`src/verilog/srcPkg.sv`:
```
`default_nettype none

package srcPkg;

	// ~~~~~~~~~~~~~~~~~~~~~~~~~~~~~~~~~~~~~~~~~~~~~~~~~~~~~~~~~~~~~~~~~~~
	// Widths.
	// ~~~~~~~~~~~~~~~~~~~~~~~~~~~~~~~~~~~~~~~~~~~~~~~~~~~~~~~~~~~~~~~~~~~
	localparam int wordWidth = 32;
	localparam int idxWidth = 4;
	localparam int numRegs = 16;
	localparam int shamtWidth = 5;        // Shift amount from low bus bits.

	// ~~~~~~~~~~~~~~~~~~~~~~~~~~~~~~~~~~~~~~~~~~~~~~~~~~~~~~~~~~~~~~~~~~~
	// Instruction fields.
	// ~~~~~~~~~~~~~~~~~~~~~~~~~~~~~~~~~~~~~~~~~~~~~~~~~~~~~~~~~~~~~~~~~~~
	// Each register field is idxWidth bits wide, ending at its MSB.
	localparam int raMsb = 26;
	localparam int rbMsb = 22;
	localparam int rcMsb = 18;
	localparam int constMsb = 18;         // Constant spans bits 18 to 0.

	// ~~~~~~~~~~~~~~~~~~~~~~~~~~~~~~~~~~~~~~~~~~~~~~~~~~~~~~~~~~~~~~~~~~~
	// Types.
	// ~~~~~~~~~~~~~~~~~~~~~~~~~~~~~~~~~~~~~~~~~~~~~~~~~~~~~~~~~~~~~~~~~~~
	typedef logic [wordWidth-1:0] word_t;
	typedef logic [idxWidth-1:0] regIdx_t;

	// Bit n selects Rn.
	typedef logic [numRegs-1:0] regSel_t;

	// ALU operations.
	typedef enum logic [2:0] {
		opAdd = 3'd0,
		opSub = 3'd1,
		opAnd = 3'd2,
		opOr = 3'd3,
		opShr = 3'd4,
		opShl = 3'd5,
		opNeg = 3'd6,
		opNot = 3'd7
	} aluOp_t;

endpackage

`default_nettype wire
```
`src/verilog/aluUnit.sv`:
```
`timescale 1ns/1ps
`default_nettype none

module aluUnit
	import srcPkg::*;
(
	input logic clk,
	input logic arstN,
	input logic yIn,
	input logic zIn,
	input aluOp_t aluOp,
	input word_t busIn,
	output word_t z
);

	word_t y;
	word_t result;
	logic [shamtWidth-1:0] shamt;

	// ~~~~~~~~~~~~~~~~~~~~~~~~~~~~~~~~~~~~~~~~~~~~~~~~~~~~~~~~~~~~~~~~~~~
	// Y operand register.
	// ~~~~~~~~~~~~~~~~~~~~~~~~~~~~~~~~~~~~~~~~~~~~~~~~~~~~~~~~~~~~~~~~~~~
	always_ff @(posedge clk or negedge arstN) begin
		if (!arstN) begin
			y <= '0;
		end else if (yIn) begin
			y <= busIn;
		end
	end

	// ~~~~~~~~~~~~~~~~~~~~~~~~~~~~~~~~~~~~~~~~~~~~~~~~~~~~~~~~~~~~~~~~~~~
	// ALU.
	// ~~~~~~~~~~~~~~~~~~~~~~~~~~~~~~~~~~~~~~~~~~~~~~~~~~~~~~~~~~~~~~~~~~~
	assign shamt = busIn[shamtWidth-1:0];

	always_comb begin
		result = '0;
		case (aluOp)
			opAdd: begin
				result = y + busIn;
			end
			opSub: begin
				result = y - busIn;
			end
			opAnd: begin
				result = y & busIn;
			end
			opOr: begin
				result = y | busIn;
			end
			opShr: begin
				result = y >> shamt;             // Logical shift.
			end
			opShl: begin
				result = y << shamt;
			end
			// Unary ops use the bus only.
			opNeg: begin
				result = -busIn;
			end
			opNot: begin
				result = ~busIn;
			end
			default: begin
				result = '0;
			end
		endcase
	end

	// ~~~~~~~~~~~~~~~~~~~~~~~~~~~~~~~~~~~~~~~~~~~~~~~~~~~~~~~~~~~~~~~~~~~
	// Z result register.
	// ~~~~~~~~~~~~~~~~~~~~~~~~~~~~~~~~~~~~~~~~~~~~~~~~~~~~~~~~~~~~~~~~~~~
	always_ff @(posedge clk or negedge arstN) begin
		if (!arstN) begin
			z <= '0;
		end else if (zIn) begin
			z <= result;
		end
	end

endmodule

`default_nettype wire

```
`src/verilog/busMux.sv`:
```
`timescale 1ns/1ps
`default_nettype none

module busMux
	import srcPkg::*;
(
	input word_t regData,
	input word_t z,
	input word_t pc,
	input word_t cSignExt,
	input word_t inPortData,
	input regSel_t regDrive,
	input logic zOut,
	input logic pcOut,
	input logic cOut,
	input logic inPortOut,
	output word_t busValue
);

	logic regOut;

	// Any register drive line claims the bus.
	assign regOut = |regDrive;

	// ~~~~~~~~~~~~~~~~~~~~~~~~~~~~~~~~~~~~~~~~~~~~~~~~~~~~~~~~~~~~~~~~~~~
	// Fixed priority source select.
	// ~~~~~~~~~~~~~~~~~~~~~~~~~~~~~~~~~~~~~~~~~~~~~~~~~~~~~~~~~~~~~~~~~~~
	always_comb begin
		if (regOut) begin
			busValue = regData;
		end else if (zOut) begin
			busValue = z;
		end else if (pcOut) begin
			busValue = pc;
		end else if (cOut) begin
			busValue = cSignExt;
		end else if (inPortOut) begin
			busValue = inPortData;
		end else begin
			busValue = '0;                   // Idle bus.
		end
	end

endmodule

`default_nettype wire

```
`src/verilog/programRegisters.sv`:
```
`timescale 1ns/1ps
`default_nettype none

module programRegisters
	import srcPkg::*;
(
	input logic clk,
	input logic arstN,
	input logic pcIn,
	input logic incPc,
	input logic irIn,
	input word_t busIn,
	output word_t pc,
	output word_t ir
);

	localparam word_t pcStep = word_t'(4);   // One word per instruction.

	// ~~~~~~~~~~~~~~~~~~~~~~~~~~~~~~~~~~~~~~~~~~~~~~~~~~~~~~~~~~~~~~~~~~~
	// Program counter.
	// ~~~~~~~~~~~~~~~~~~~~~~~~~~~~~~~~~~~~~~~~~~~~~~~~~~~~~~~~~~~~~~~~~~~
	always_ff @(posedge clk or negedge arstN) begin
		if (!arstN) begin
			pc <= '0;
		end else if (pcIn) begin
			pc <= busIn;                     // Bus load wins over increment.
		end else if (incPc) begin
			pc <= pc + pcStep;
		end
	end

	// ~~~~~~~~~~~~~~~~~~~~~~~~~~~~~~~~~~~~~~~~~~~~~~~~~~~~~~~~~~~~~~~~~~~
	// Instruction register.
	// ~~~~~~~~~~~~~~~~~~~~~~~~~~~~~~~~~~~~~~~~~~~~~~~~~~~~~~~~~~~~~~~~~~~
	always_ff @(posedge clk or negedge arstN) begin
		if (!arstN) begin
			ir <= '0;
		end else if (irIn) begin
			ir <= busIn;
		end
	end

endmodule

`default_nettype wire

```
`src/verilog/registerFile.sv`:
```
`timescale 1ns/1ps
`default_nettype none

module registerFile
	import srcPkg::*;
(
	input logic clk,
	input logic arstN,
	input regSel_t regLoad,
	input regSel_t regDrive,
	input logic baOut,
	input word_t busIn,
	output word_t regData
);

	word_t regs [numRegs];

	// ~~~~~~~~~~~~~~~~~~~~~~~~~~~~~~~~~~~~~~~~~~~~~~~~~~~~~~~~~~~~~~~~~~~
	// Write port.
	// ~~~~~~~~~~~~~~~~~~~~~~~~~~~~~~~~~~~~~~~~~~~~~~~~~~~~~~~~~~~~~~~~~~~
	always_ff @(posedge clk or negedge arstN) begin
		if (!arstN) begin
			for (int i = 0; i < numRegs; i++) begin
				regs[i] <= '0;
			end
		end else begin
			for (int i = 0; i < numRegs; i++) begin
				if (regLoad[i]) begin
					regs[i] <= busIn;
				end
			end
		end
	end

	// ~~~~~~~~~~~~~~~~~~~~~~~~~~~~~~~~~~~~~~~~~~~~~~~~~~~~~~~~~~~~~~~~~~~
	// Read port.
	// ~~~~~~~~~~~~~~~~~~~~~~~~~~~~~~~~~~~~~~~~~~~~~~~~~~~~~~~~~~~~~~~~~~~
	// Wired-OR of the driven registers, the way a shared bus would merge them.
	always_comb begin
		regData = '0;
		for (int i = 0; i < numRegs; i++) begin
			if (regDrive[i]) begin
				regData = regData | regs[i];
			end
		end
		// R0 reads as zero for base addressing.
		if (baOut && regDrive[0]) begin
			regData = '0;
			for (int i = 1; i < numRegs; i++) begin
				if (regDrive[i]) begin
					regData = regData | regs[i];
				end
			end
		end
	end

endmodule

`default_nettype wire

```
`src/verilog/selectEncode.sv`:
```
`timescale 1ns/1ps
`default_nettype none

module selectEncode
	import srcPkg::*;
(
	input word_t ir,
	input logic gra,
	input logic grb,
	input logic grc,
	input logic rIn,
	input logic rOut,
	input logic baOut,
	output regSel_t regLoad,
	output regSel_t regDrive,
	output word_t cSignExt
);

	regIdx_t raField;
	regIdx_t rbField;
	regIdx_t rcField;
	regIdx_t selIdx;
	logic selValid;
	regSel_t oneHot;

	assign raField = ir[raMsb -: idxWidth];
	assign rbField = ir[rbMsb -: idxWidth];
	assign rcField = ir[rcMsb -: idxWidth];

	// ~~~~~~~~~~~~~~~~~~~~~~~~~~~~~~~~~~~~~~~~~~~~~~~~~~~~~~~~~~~~~~~~~~~
	// Field select, gra over grb over grc.
	// ~~~~~~~~~~~~~~~~~~~~~~~~~~~~~~~~~~~~~~~~~~~~~~~~~~~~~~~~~~~~~~~~~~~
	always_comb begin
		selIdx = '0;
		selValid = 1'b0;
		if (gra) begin
			selIdx = raField;
			selValid = 1'b1;
		end else if (grb) begin
			selIdx = rbField;
			selValid = 1'b1;
		end else if (grc) begin
			selIdx = rcField;
			selValid = 1'b1;
		end
	end

	// Decode to one-hot, zero when no group is selected.
	always_comb begin
		oneHot = '0;
		if (selValid) begin
			oneHot = regSel_t'(1) << selIdx;
		end
	end

	// ~~~~~~~~~~~~~~~~~~~~~~~~~~~~~~~~~~~~~~~~~~~~~~~~~~~~~~~~~~~~~~~~~~~
	// Load and drive lines.
	// ~~~~~~~~~~~~~~~~~~~~~~~~~~~~~~~~~~~~~~~~~~~~~~~~~~~~~~~~~~~~~~~~~~~
	assign regLoad = rIn ? oneHot : '0;
	assign regDrive = (rOut | baOut) ? oneHot : '0;   // BAout also drives.

	// Sign-extended constant from ir[18:0].
	assign cSignExt = {{(wordWidth-constMsb-1){ir[constMsb]}}, ir[constMsb:0]};

endmodule

`default_nettype wire

```
`src/verilog/srcDatapath.sv`:
```
`timescale 1ns/1ps
`default_nettype none

module srcDatapath
	import srcPkg::*;
(
	input logic clk,
	input logic arstN,
	input logic gra,
	input logic grb,
	input logic grc,
	input logic rIn,
	input logic rOut,
	input logic baOut,
	input logic cOut,
	input logic pcOut,
	input logic pcIn,
	input logic incPc,
	input logic irIn,
	input logic yIn,
	input logic zIn,
	input logic zOut,
	input logic inPortOut,
	input aluOp_t aluOp,
	input word_t inPortData,
	output word_t busValue,
	output regSel_t regLoad,
	output regSel_t regDrive
);

	word_t ir;
	word_t pc;
	word_t z;
	word_t regData;
	word_t cSignExt;

	// ~~~~~~~~~~~~~~~~~~~~~~~~~~~~~~~~~~~~~~~~~~~~~~~~~~~~~~~~~~~~~~~~~~~
	// Register select.
	// ~~~~~~~~~~~~~~~~~~~~~~~~~~~~~~~~~~~~~~~~~~~~~~~~~~~~~~~~~~~~~~~~~~~
	selectEncode uSelect (
		.ir(ir), .gra(gra), .grb(grb), .grc(grc),
		.rIn(rIn), .rOut(rOut), .baOut(baOut),
		.regLoad(regLoad), .regDrive(regDrive), .cSignExt(cSignExt)
	);

	registerFile uRegs (
		.clk(clk), .arstN(arstN), .regLoad(regLoad), .regDrive(regDrive),
		.baOut(baOut), .busIn(busValue), .regData(regData)
	);

	// ~~~~~~~~~~~~~~~~~~~~~~~~~~~~~~~~~~~~~~~~~~~~~~~~~~~~~~~~~~~~~~~~~~~
	// PC, IR and ALU.
	// ~~~~~~~~~~~~~~~~~~~~~~~~~~~~~~~~~~~~~~~~~~~~~~~~~~~~~~~~~~~~~~~~~~~
	programRegisters uProgram (
		.clk(clk), .arstN(arstN), .pcIn(pcIn), .incPc(incPc), .irIn(irIn),
		.busIn(busValue), .pc(pc), .ir(ir)
	);

	aluUnit uAlu (
		.clk(clk), .arstN(arstN), .yIn(yIn), .zIn(zIn), .aluOp(aluOp),
		.busIn(busValue), .z(z)
	);

	// Bus sources.
	busMux uBus (
		.regData(regData), .z(z), .pc(pc), .cSignExt(cSignExt),
		.inPortData(inPortData), .regDrive(regDrive), .zOut(zOut),
		.pcOut(pcOut), .cOut(cOut), .inPortOut(inPortOut), .busValue(busValue)
	);

endmodule

`default_nettype wire

```
`config.mk`:
```
export PLATFORM = sky130hd
export DESIGN_NAME = srcDatapath
export DESIGN_NICKNAME = d
export VERILOG_FILES = /design/src/verilog/srcPkg.sv /design/src/verilog/aluUnit.sv /design/src/verilog/busMux.sv /design/src/verilog/programRegisters.sv /design/src/verilog/registerFile.sv /design/src/verilog/selectEncode.sv /design/src/verilog/srcDatapath.sv
export SDC_FILE = /design/constraint.sdc
export NUM_CORES = 2
export LEC_CHECK = 0
export ABC_AREA = 1
export BUFFER_PORTS_ARGS = -buffer_cell sky130_fd_sc_hd__clkbuf_2
export CAP_MARGIN = 20
export CORE_ASPECT_RATIO = 1.75
export CORE_MARGIN = 1
export CORE_UTILIZATION = 45
export DETAILED_ROUTE_END_ITERATION = 10
export PLACE_DENSITY = 0.67
export SLEW_MARGIN = 40
export SYNTH_ARGS = -nofsm -noshare
export SYNTH_HDL_FRONTEND = slang
export SYNTH_HIERARCHICAL = 1
export SYNTH_SLANG_ARGS = --single-unit
export TNS_END_PERCENT = 20
```
`constraint.sdc`:
```
create_clock -name clk -period 11.9 [get_ports clk]
set_clock_uncertainty 0.1 [all_clocks]
set_input_delay 2.975 -clock clk [delete_from_list [all_inputs] [get_ports clk]]
set_output_delay 2.975 -clock clk [all_outputs]
set_load 0.01 [all_outputs]
```
Yosys cells after proc, flatten, opt, wreduce, memory -nomap -nowiden
Index checks and enable logic that the tools add are counted.
{ "classes": {"addsub": 4, "eq_ne": 7, "n_shift": 3, "n_mux": 63, "bitwise": 33, "n_reduce_logical": 4} }
{ "op_table": {"columns": ["cell", "count"], "rows": [
  ["32-bit two-way mux", 53],
  ["32-bit bitwise OR", 30],
  ["32-bit case mux with 8 select lines", 1],
  ["16-bit two-way mux", 3],
  ["32-bit by 3-bit adder with 32-bit output, second input constant", 1],
  ["32-bit adder", 1],
  ["32-bit AND", 1],
  ["32-bit negation", 1],
  ["32-bit NOT", 1],
  ["32-bit by 5-bit << shifter with 32-bit output", 1],
  ["32-bit by 5-bit >> shifter with 32-bit output", 1],
  ["32-bit subtractor", 1],
  ["16-bit OR reduction", 1],
  ["1-bit by 4-bit << shifter with 16-bit output, first input constant", 1],
  ["3-bit == test, second input constant", 4],
  ["4-bit two-way mux", 3],
  ["3-bit by 2-bit == test with 1-bit output, second input constant", 2],
  ["3-bit by 1-bit == test with 1-bit output, second input constant", 1],
  ["3-bit logical NOT", 1],
  ["1-bit two-way mux", 3],
  ["2-bit nonzero test", 1],
  ["1-bit logical AND", 1],
  ["1-bit bitwise OR", 1]
]} }
{ "totals": {"register_bits": 635, "in_bits": 52, "out_inout_bits": 64, "elab_cells": 134} }

Depth between registers and ports, before layout
{ "logic_depth": {"word_depth": 53, "ltp_mapped": 37, "mapped_depth_nobuf": 32} }

Modules after synthesis
Netlist, hierarchy kept.
{ "modules_own_cells": {"columns": ["mod", "instances", "cells_each", "area_per_inst_um2", "seq_area_each_um2"], "rows": [
  ["registerFile", 1, 2133, 23513.8, 12812.3],
  ["aluUnit", 1, 2269, 12046.6, 1601.5],
  ["programRegisters", 1, 384, 3357.0, 1601.5],
  ["busMux", 1, 400, 1853.0, 0.0],
  ["selectEncode", 1, 136, 882.1, 0.0]
]} }

Worst setup path after synthesis
Ideal clock, no wire load.
{ "synth_path": {"kind": "input-to-output", "start": "in grb", "end": "out busValue[4]", "t_arrival_ns": 4.972, "t_required_ns": 8.825, "setup_slack_ns": 3.853, "path_stages": 15, "n_path_buf": 2, "path_cell_list": "buf_6 inv_4 nand3_1 nand2_2 nand2_4 nor2_4 nand3_1 nor2_1 nor2_1 nand2_1 nor2_2 nand2_4 buf_4 nand2_1 nand2_1"} }
{ "synth_between": {"elab_cells_between_ends": 85, "cone_classes": "1 x shift; 53 x mux; 29 x bitwise; 2 x reduce/logical"} }
{ "synth_rtl": {"columns": ["element", "line_no", "text"], "rows": [
  ["start: declaration", "srcDatapath.sv:10", "input logic grb,"],
  ["4-bit two-way mux", "selectEncode.sv:39", "end else if (grb) begin"],
  ["4-bit two-way mux", "selectEncode.sv:36", "if (gra) begin"],
  ["1-bit by 4-bit << shifter with 16-bit output", "selectEncode.sv:52", "oneHot = regSel_t'(1) << selIdx;"],
  ["16-bit two-way mux *", "selectEncode.sv:51", "if (selValid) begin"],
  ["16-bit two-way mux *", "selectEncode.sv:60", "assign regDrive = (rOut | baOut) ? oneHot : '0;"],
  ["net regDrive[15]", "srcDatapath.sv:28", "output regSel_t regDrive"],
  ["32-bit two-way mux, on equally long branches", "registerFile.sv:42, registerFile.sv:50", null],
  ["32-bit two-way mux", "registerFile.sv:47", "if (baOut && regDrive[0]) begin"],
  ["32-bit two-way mux *", "busMux.sv:29", "if (regOut) begin"],
  ["end: declaration", "srcDatapath.sv:26", "output word_t busValue,"]
]} }
The timed path passes the listed nets; every way through them passes the cells marked *. The select of a mux whose other input is x is not followed.

Worst setup path in the final report
{ "layout_path": {"start": "in grb", "end": "out busValue[23]"} }
{ "layout_between": {"elab_chain_cells": 50, "elab_cells_between_ends": 85, "cone_classes": "1 x shift; 53 x mux; 29 x bitwise; 2 x reduce/logical"} }
{ "layout_rtl": {"columns": ["element", "line_no", "text"], "rows": [
  ["4-bit two-way mux", "selectEncode.sv:39", null],
  ["4-bit two-way mux", "selectEncode.sv:36", null],
  ["1-bit by 4-bit << shifter with 16-bit output", "selectEncode.sv:52", null],
  ["16-bit two-way mux *", "selectEncode.sv:51", null],
  ["16-bit two-way mux *", "selectEncode.sv:60", null],
  ["32-bit two-way mux", "registerFile.sv:50", "if (regDrive[i]) begin"],
  ["32-bit two-way mux", "registerFile.sv:47", null],
  ["32-bit bitwise OR", "registerFile.sv:51", "regData = regData | regs[i];"],
  ["(+34 left out)", null, null],
  ["32-bit two-way mux", "registerFile.sv:47", null],
  ["32-bit bitwise OR", "registerFile.sv:51", null],
  ["32-bit two-way mux", "registerFile.sv:50", null],
  ["32-bit two-way mux", "registerFile.sv:47", null],
  ["32-bit bitwise OR", "registerFile.sv:51", null],
  ["32-bit two-way mux", "registerFile.sv:50", null],
  ["32-bit two-way mux", "registerFile.sv:47", null],
  ["32-bit two-way mux *", "busMux.sv:29", null]
]} }
Mark *: on every way between the ends. The rest lies on a longest branch, timed or not. The select of a mux whose other input is x is not followed.

==> metrics.txt <==
post_cts resized 0; slowest stage delay, CP around 0.50 ns; GP Congestion roughly 1.1; drt initial violations around 3,100; setup TNS 0 ns; area grow syn2layout 7.42%; largest net degree at the start of global routing just over 100; total power between 10 and 15 mW; Worst R2R Start uProgram/ir[18]; Tot GR Track Use a little over a third; Starting Density 45.3%; syn_nets around 5,500; nets approximately 5,400; FP Rows 147; crit path to busValue[23]; Arr. time, crit path about 6.8 ns; register area between 15,000 and 20,000 um2; Yosys warning count 6; worst slew pin tran around 0.95 ns; Worst path top cell family by delay simple AND/OR/NAND/NOR gates; RSZ-0062 raised after global routing false; I/O Buffers between 100 and 150; Ports between 100 and 150; first-pass detailed-route iteration total 6; Vias/cell about 5.7; Reg2Reg Depth 25; CP max FO 34; Die Y a little over 400 um; Non-Filler Instances between 6,000 and 7,000; Critical Path, Cell by Cell clkbuf_2 -> inv_4 -> nand3_1 -> nand2_1 -> nand2_4 -> inv_2 -> nand3_1 -> nor2_4 -> buf_4 -> nor2_1 -> nand2_1 -> nor2_2 -> nand2_4 -> clkinv_8 -> nand2_1 -> nand2_1 -> clkbuf_2; # fillers around 9,000; most used cell, CP nand2_1; Syn Area/Cell approximately 7.8 um2; Pleak 23.1 nW; drt total wl between 150,000 and 200,000 um; Post-Place Cells 6,402; global route overflow 0; Crit path depth 17; critical path endpoint category output port; Final Max Tran Viols 0; final cell utilization of the core 48.6%; Syn Std Cell Area approximately 41,000 um2; clock insertion delay at the later pin of the skew report about 0.7 ns; crit path time final 9.88 ns; layout cells sized above 1 between 10% and 20%; HP Class flip-flop to flip-flop; first-pass GRT wire length around 240,000 um; routed via count ~37,000; run status finished clean; H-tree levels 2; number of global-route vias before repair approximately 37,000; CP Buf/Inv Count 6; max cap viols 0; initial antenna violation count 6; clock transition at the registers of the reported paths 0.06 ns; Post-CTS Repair Setup Buffers 0; Final Hold Viols 0; Sink Count between 600 and 700; PwrDens approximately 300 nW/um2; core area slightly above 90,000 um2; post-route ant nets 0; fin crit share around 83%; flop-to-flop setup slack around 5.2 ns; Setup CP Type input port to output port; peak supply drop ~0.15 mV; DRC Markers 0; root buf cell clkbuf_16; DP Wirelength around 120,000 um; Syn Inst Count between 5,000 and 6,000; count of final setup violators 0; Worst setup SP type input port; reg-to-reg critical path endpoint uAlu/z[26]; TritonCTS clock tree done; Achievable Freq approximately 0.10 GHz; chip width 231 um; WL/cell around 26 um; die footprint ~93,000 um2; CTS Hold Bufs 0; total CTS buffers 59; worst path required time a little under 9 ns; CTS Buffer Depth 3; worst relative slew slack 36.2%; Crit-path slowest cell nand2_1; CP Launch Point grb; Multi-input gate area roughly 22,000 um2
-- power by group --
group	switching, mW	internal (mW)	leakage (nW)
registers	0.619	2.99	8.47
logic	5.19	2.26	13.6
clock network	0.900	1.12	0.980
total	6.71	6.36	23.1
-- flip-flops by register name (all words and copies together) (netlist names) --
signal,cells
uRegs/regs,512
uAlu/y,32
uAlu/z,32
uProgram/pc,32
uProgram/ir,27
-- worst register-to-register path, cell delays in order, from the launching register on --
cell and delay, ns:
dfrtp_1 0.48, nand3_1 0.11, nand2_1 0.12, nand2_4 0.17
inv_2 0.22, nand3_1 0.22, nor2_4 0.12, buf_4 0.45
nor2_1 0.11, nand2_1 0.10, nor2_2 0.05, nand2_4 0.47
clkinv_8 0.40, nand2_1 0.23, nand2_4 0.27, inv_2 0.59
buf_4 0.50, nand3_1 0.18, nand3_1 0.17, nand3_1 0.15
nand3_1 0.12, nand3_1 0.11, nor2_1 0.69, nand3_1 0.23
nand2_1 0.13, nand2_1 0.06
-- worst min-delay path by stage --
stage	from	to	slack (ns)	depth (start not counted)
global placement	uProgram/pc[0]	uProgram/pc[0]	0.36	2
floorplan	uProgram/pc[0]	uProgram/pc[0]	0.34	2
finish	uProgram/pc[0]	uProgram/pc[0]	0.37	2
CTS	uProgram/pc[0]	uProgram/pc[0]	0.38	2
global route	uAlu/z[26]	uAlu/z[26]	0.40	2
detailed placement	uProgram/pc[0]	uProgram/pc[0]	0.36	2
-- metal layers --
| metal | part of all wire [%] | up-vias | track usage (%) | routed length [um] |
|---|---|---|---|---|
| met3 | 5.8 | 673 | 5.83 | 9770 |
| li1 | - | 17000 | - | - |
| met1 | 34 | 17900 | 36.6 | 56800 |
| met4 | 11 | 8 | 33.1 | 18400 |
| met5 | 0.033 | - | 0 | 55 |
| met2 | 49 | 1590 | 61.2 | 82300 |
-- final cells by class --
| cell class | instances | share of cell area [%] |
|---|---|---|
| clock inverter | 19 | 0.697 |
| inverter | 449 | 3.83 |
| antenna | 1 | 0.00562 |
| timing repair buffer | 209 | 3.25 |
| sequential | 635 | 35.7 |
| multi-input combinational | 3917 | 49.3 |
| tap | 1192 | 3.35 |
| clock buffer | 87 | 3.86 |
-- per-stage QoR --
step / instance area (um2) / hold slack (ns) / setup WS (ns)
global placement: 42300 / 0.357 / 1.97
detailed placement: 42500 / 0.359 / 2.09
global route: 44500 / 0.399 / 1.86
finish: 44500 / 0.374 / 2.02
floorplan: 41500 / 0.342 / 3.85
CTS: 44500 / 0.375 / 2.08
-- placed cells by master (no fill, tap or decap), types with 84 or more instances in the layout --
| cell type | n |
|---|---|
| ha_1 | 105 |
| nand2_1 | 1833 |
| a21oi_1 | 92 |
| nor2_1 | 397 |
| dfrtp_1 | 635 |
| inv_1 | 433 |
| buf_4 | 84 |
| mux2_2 | 441 |
| nand3_1 | 542 |
| o21ai_0 | 110 |
| clkbuf_2 | 112 |
No activity file was read; power rests on OpenSTA's default activity.
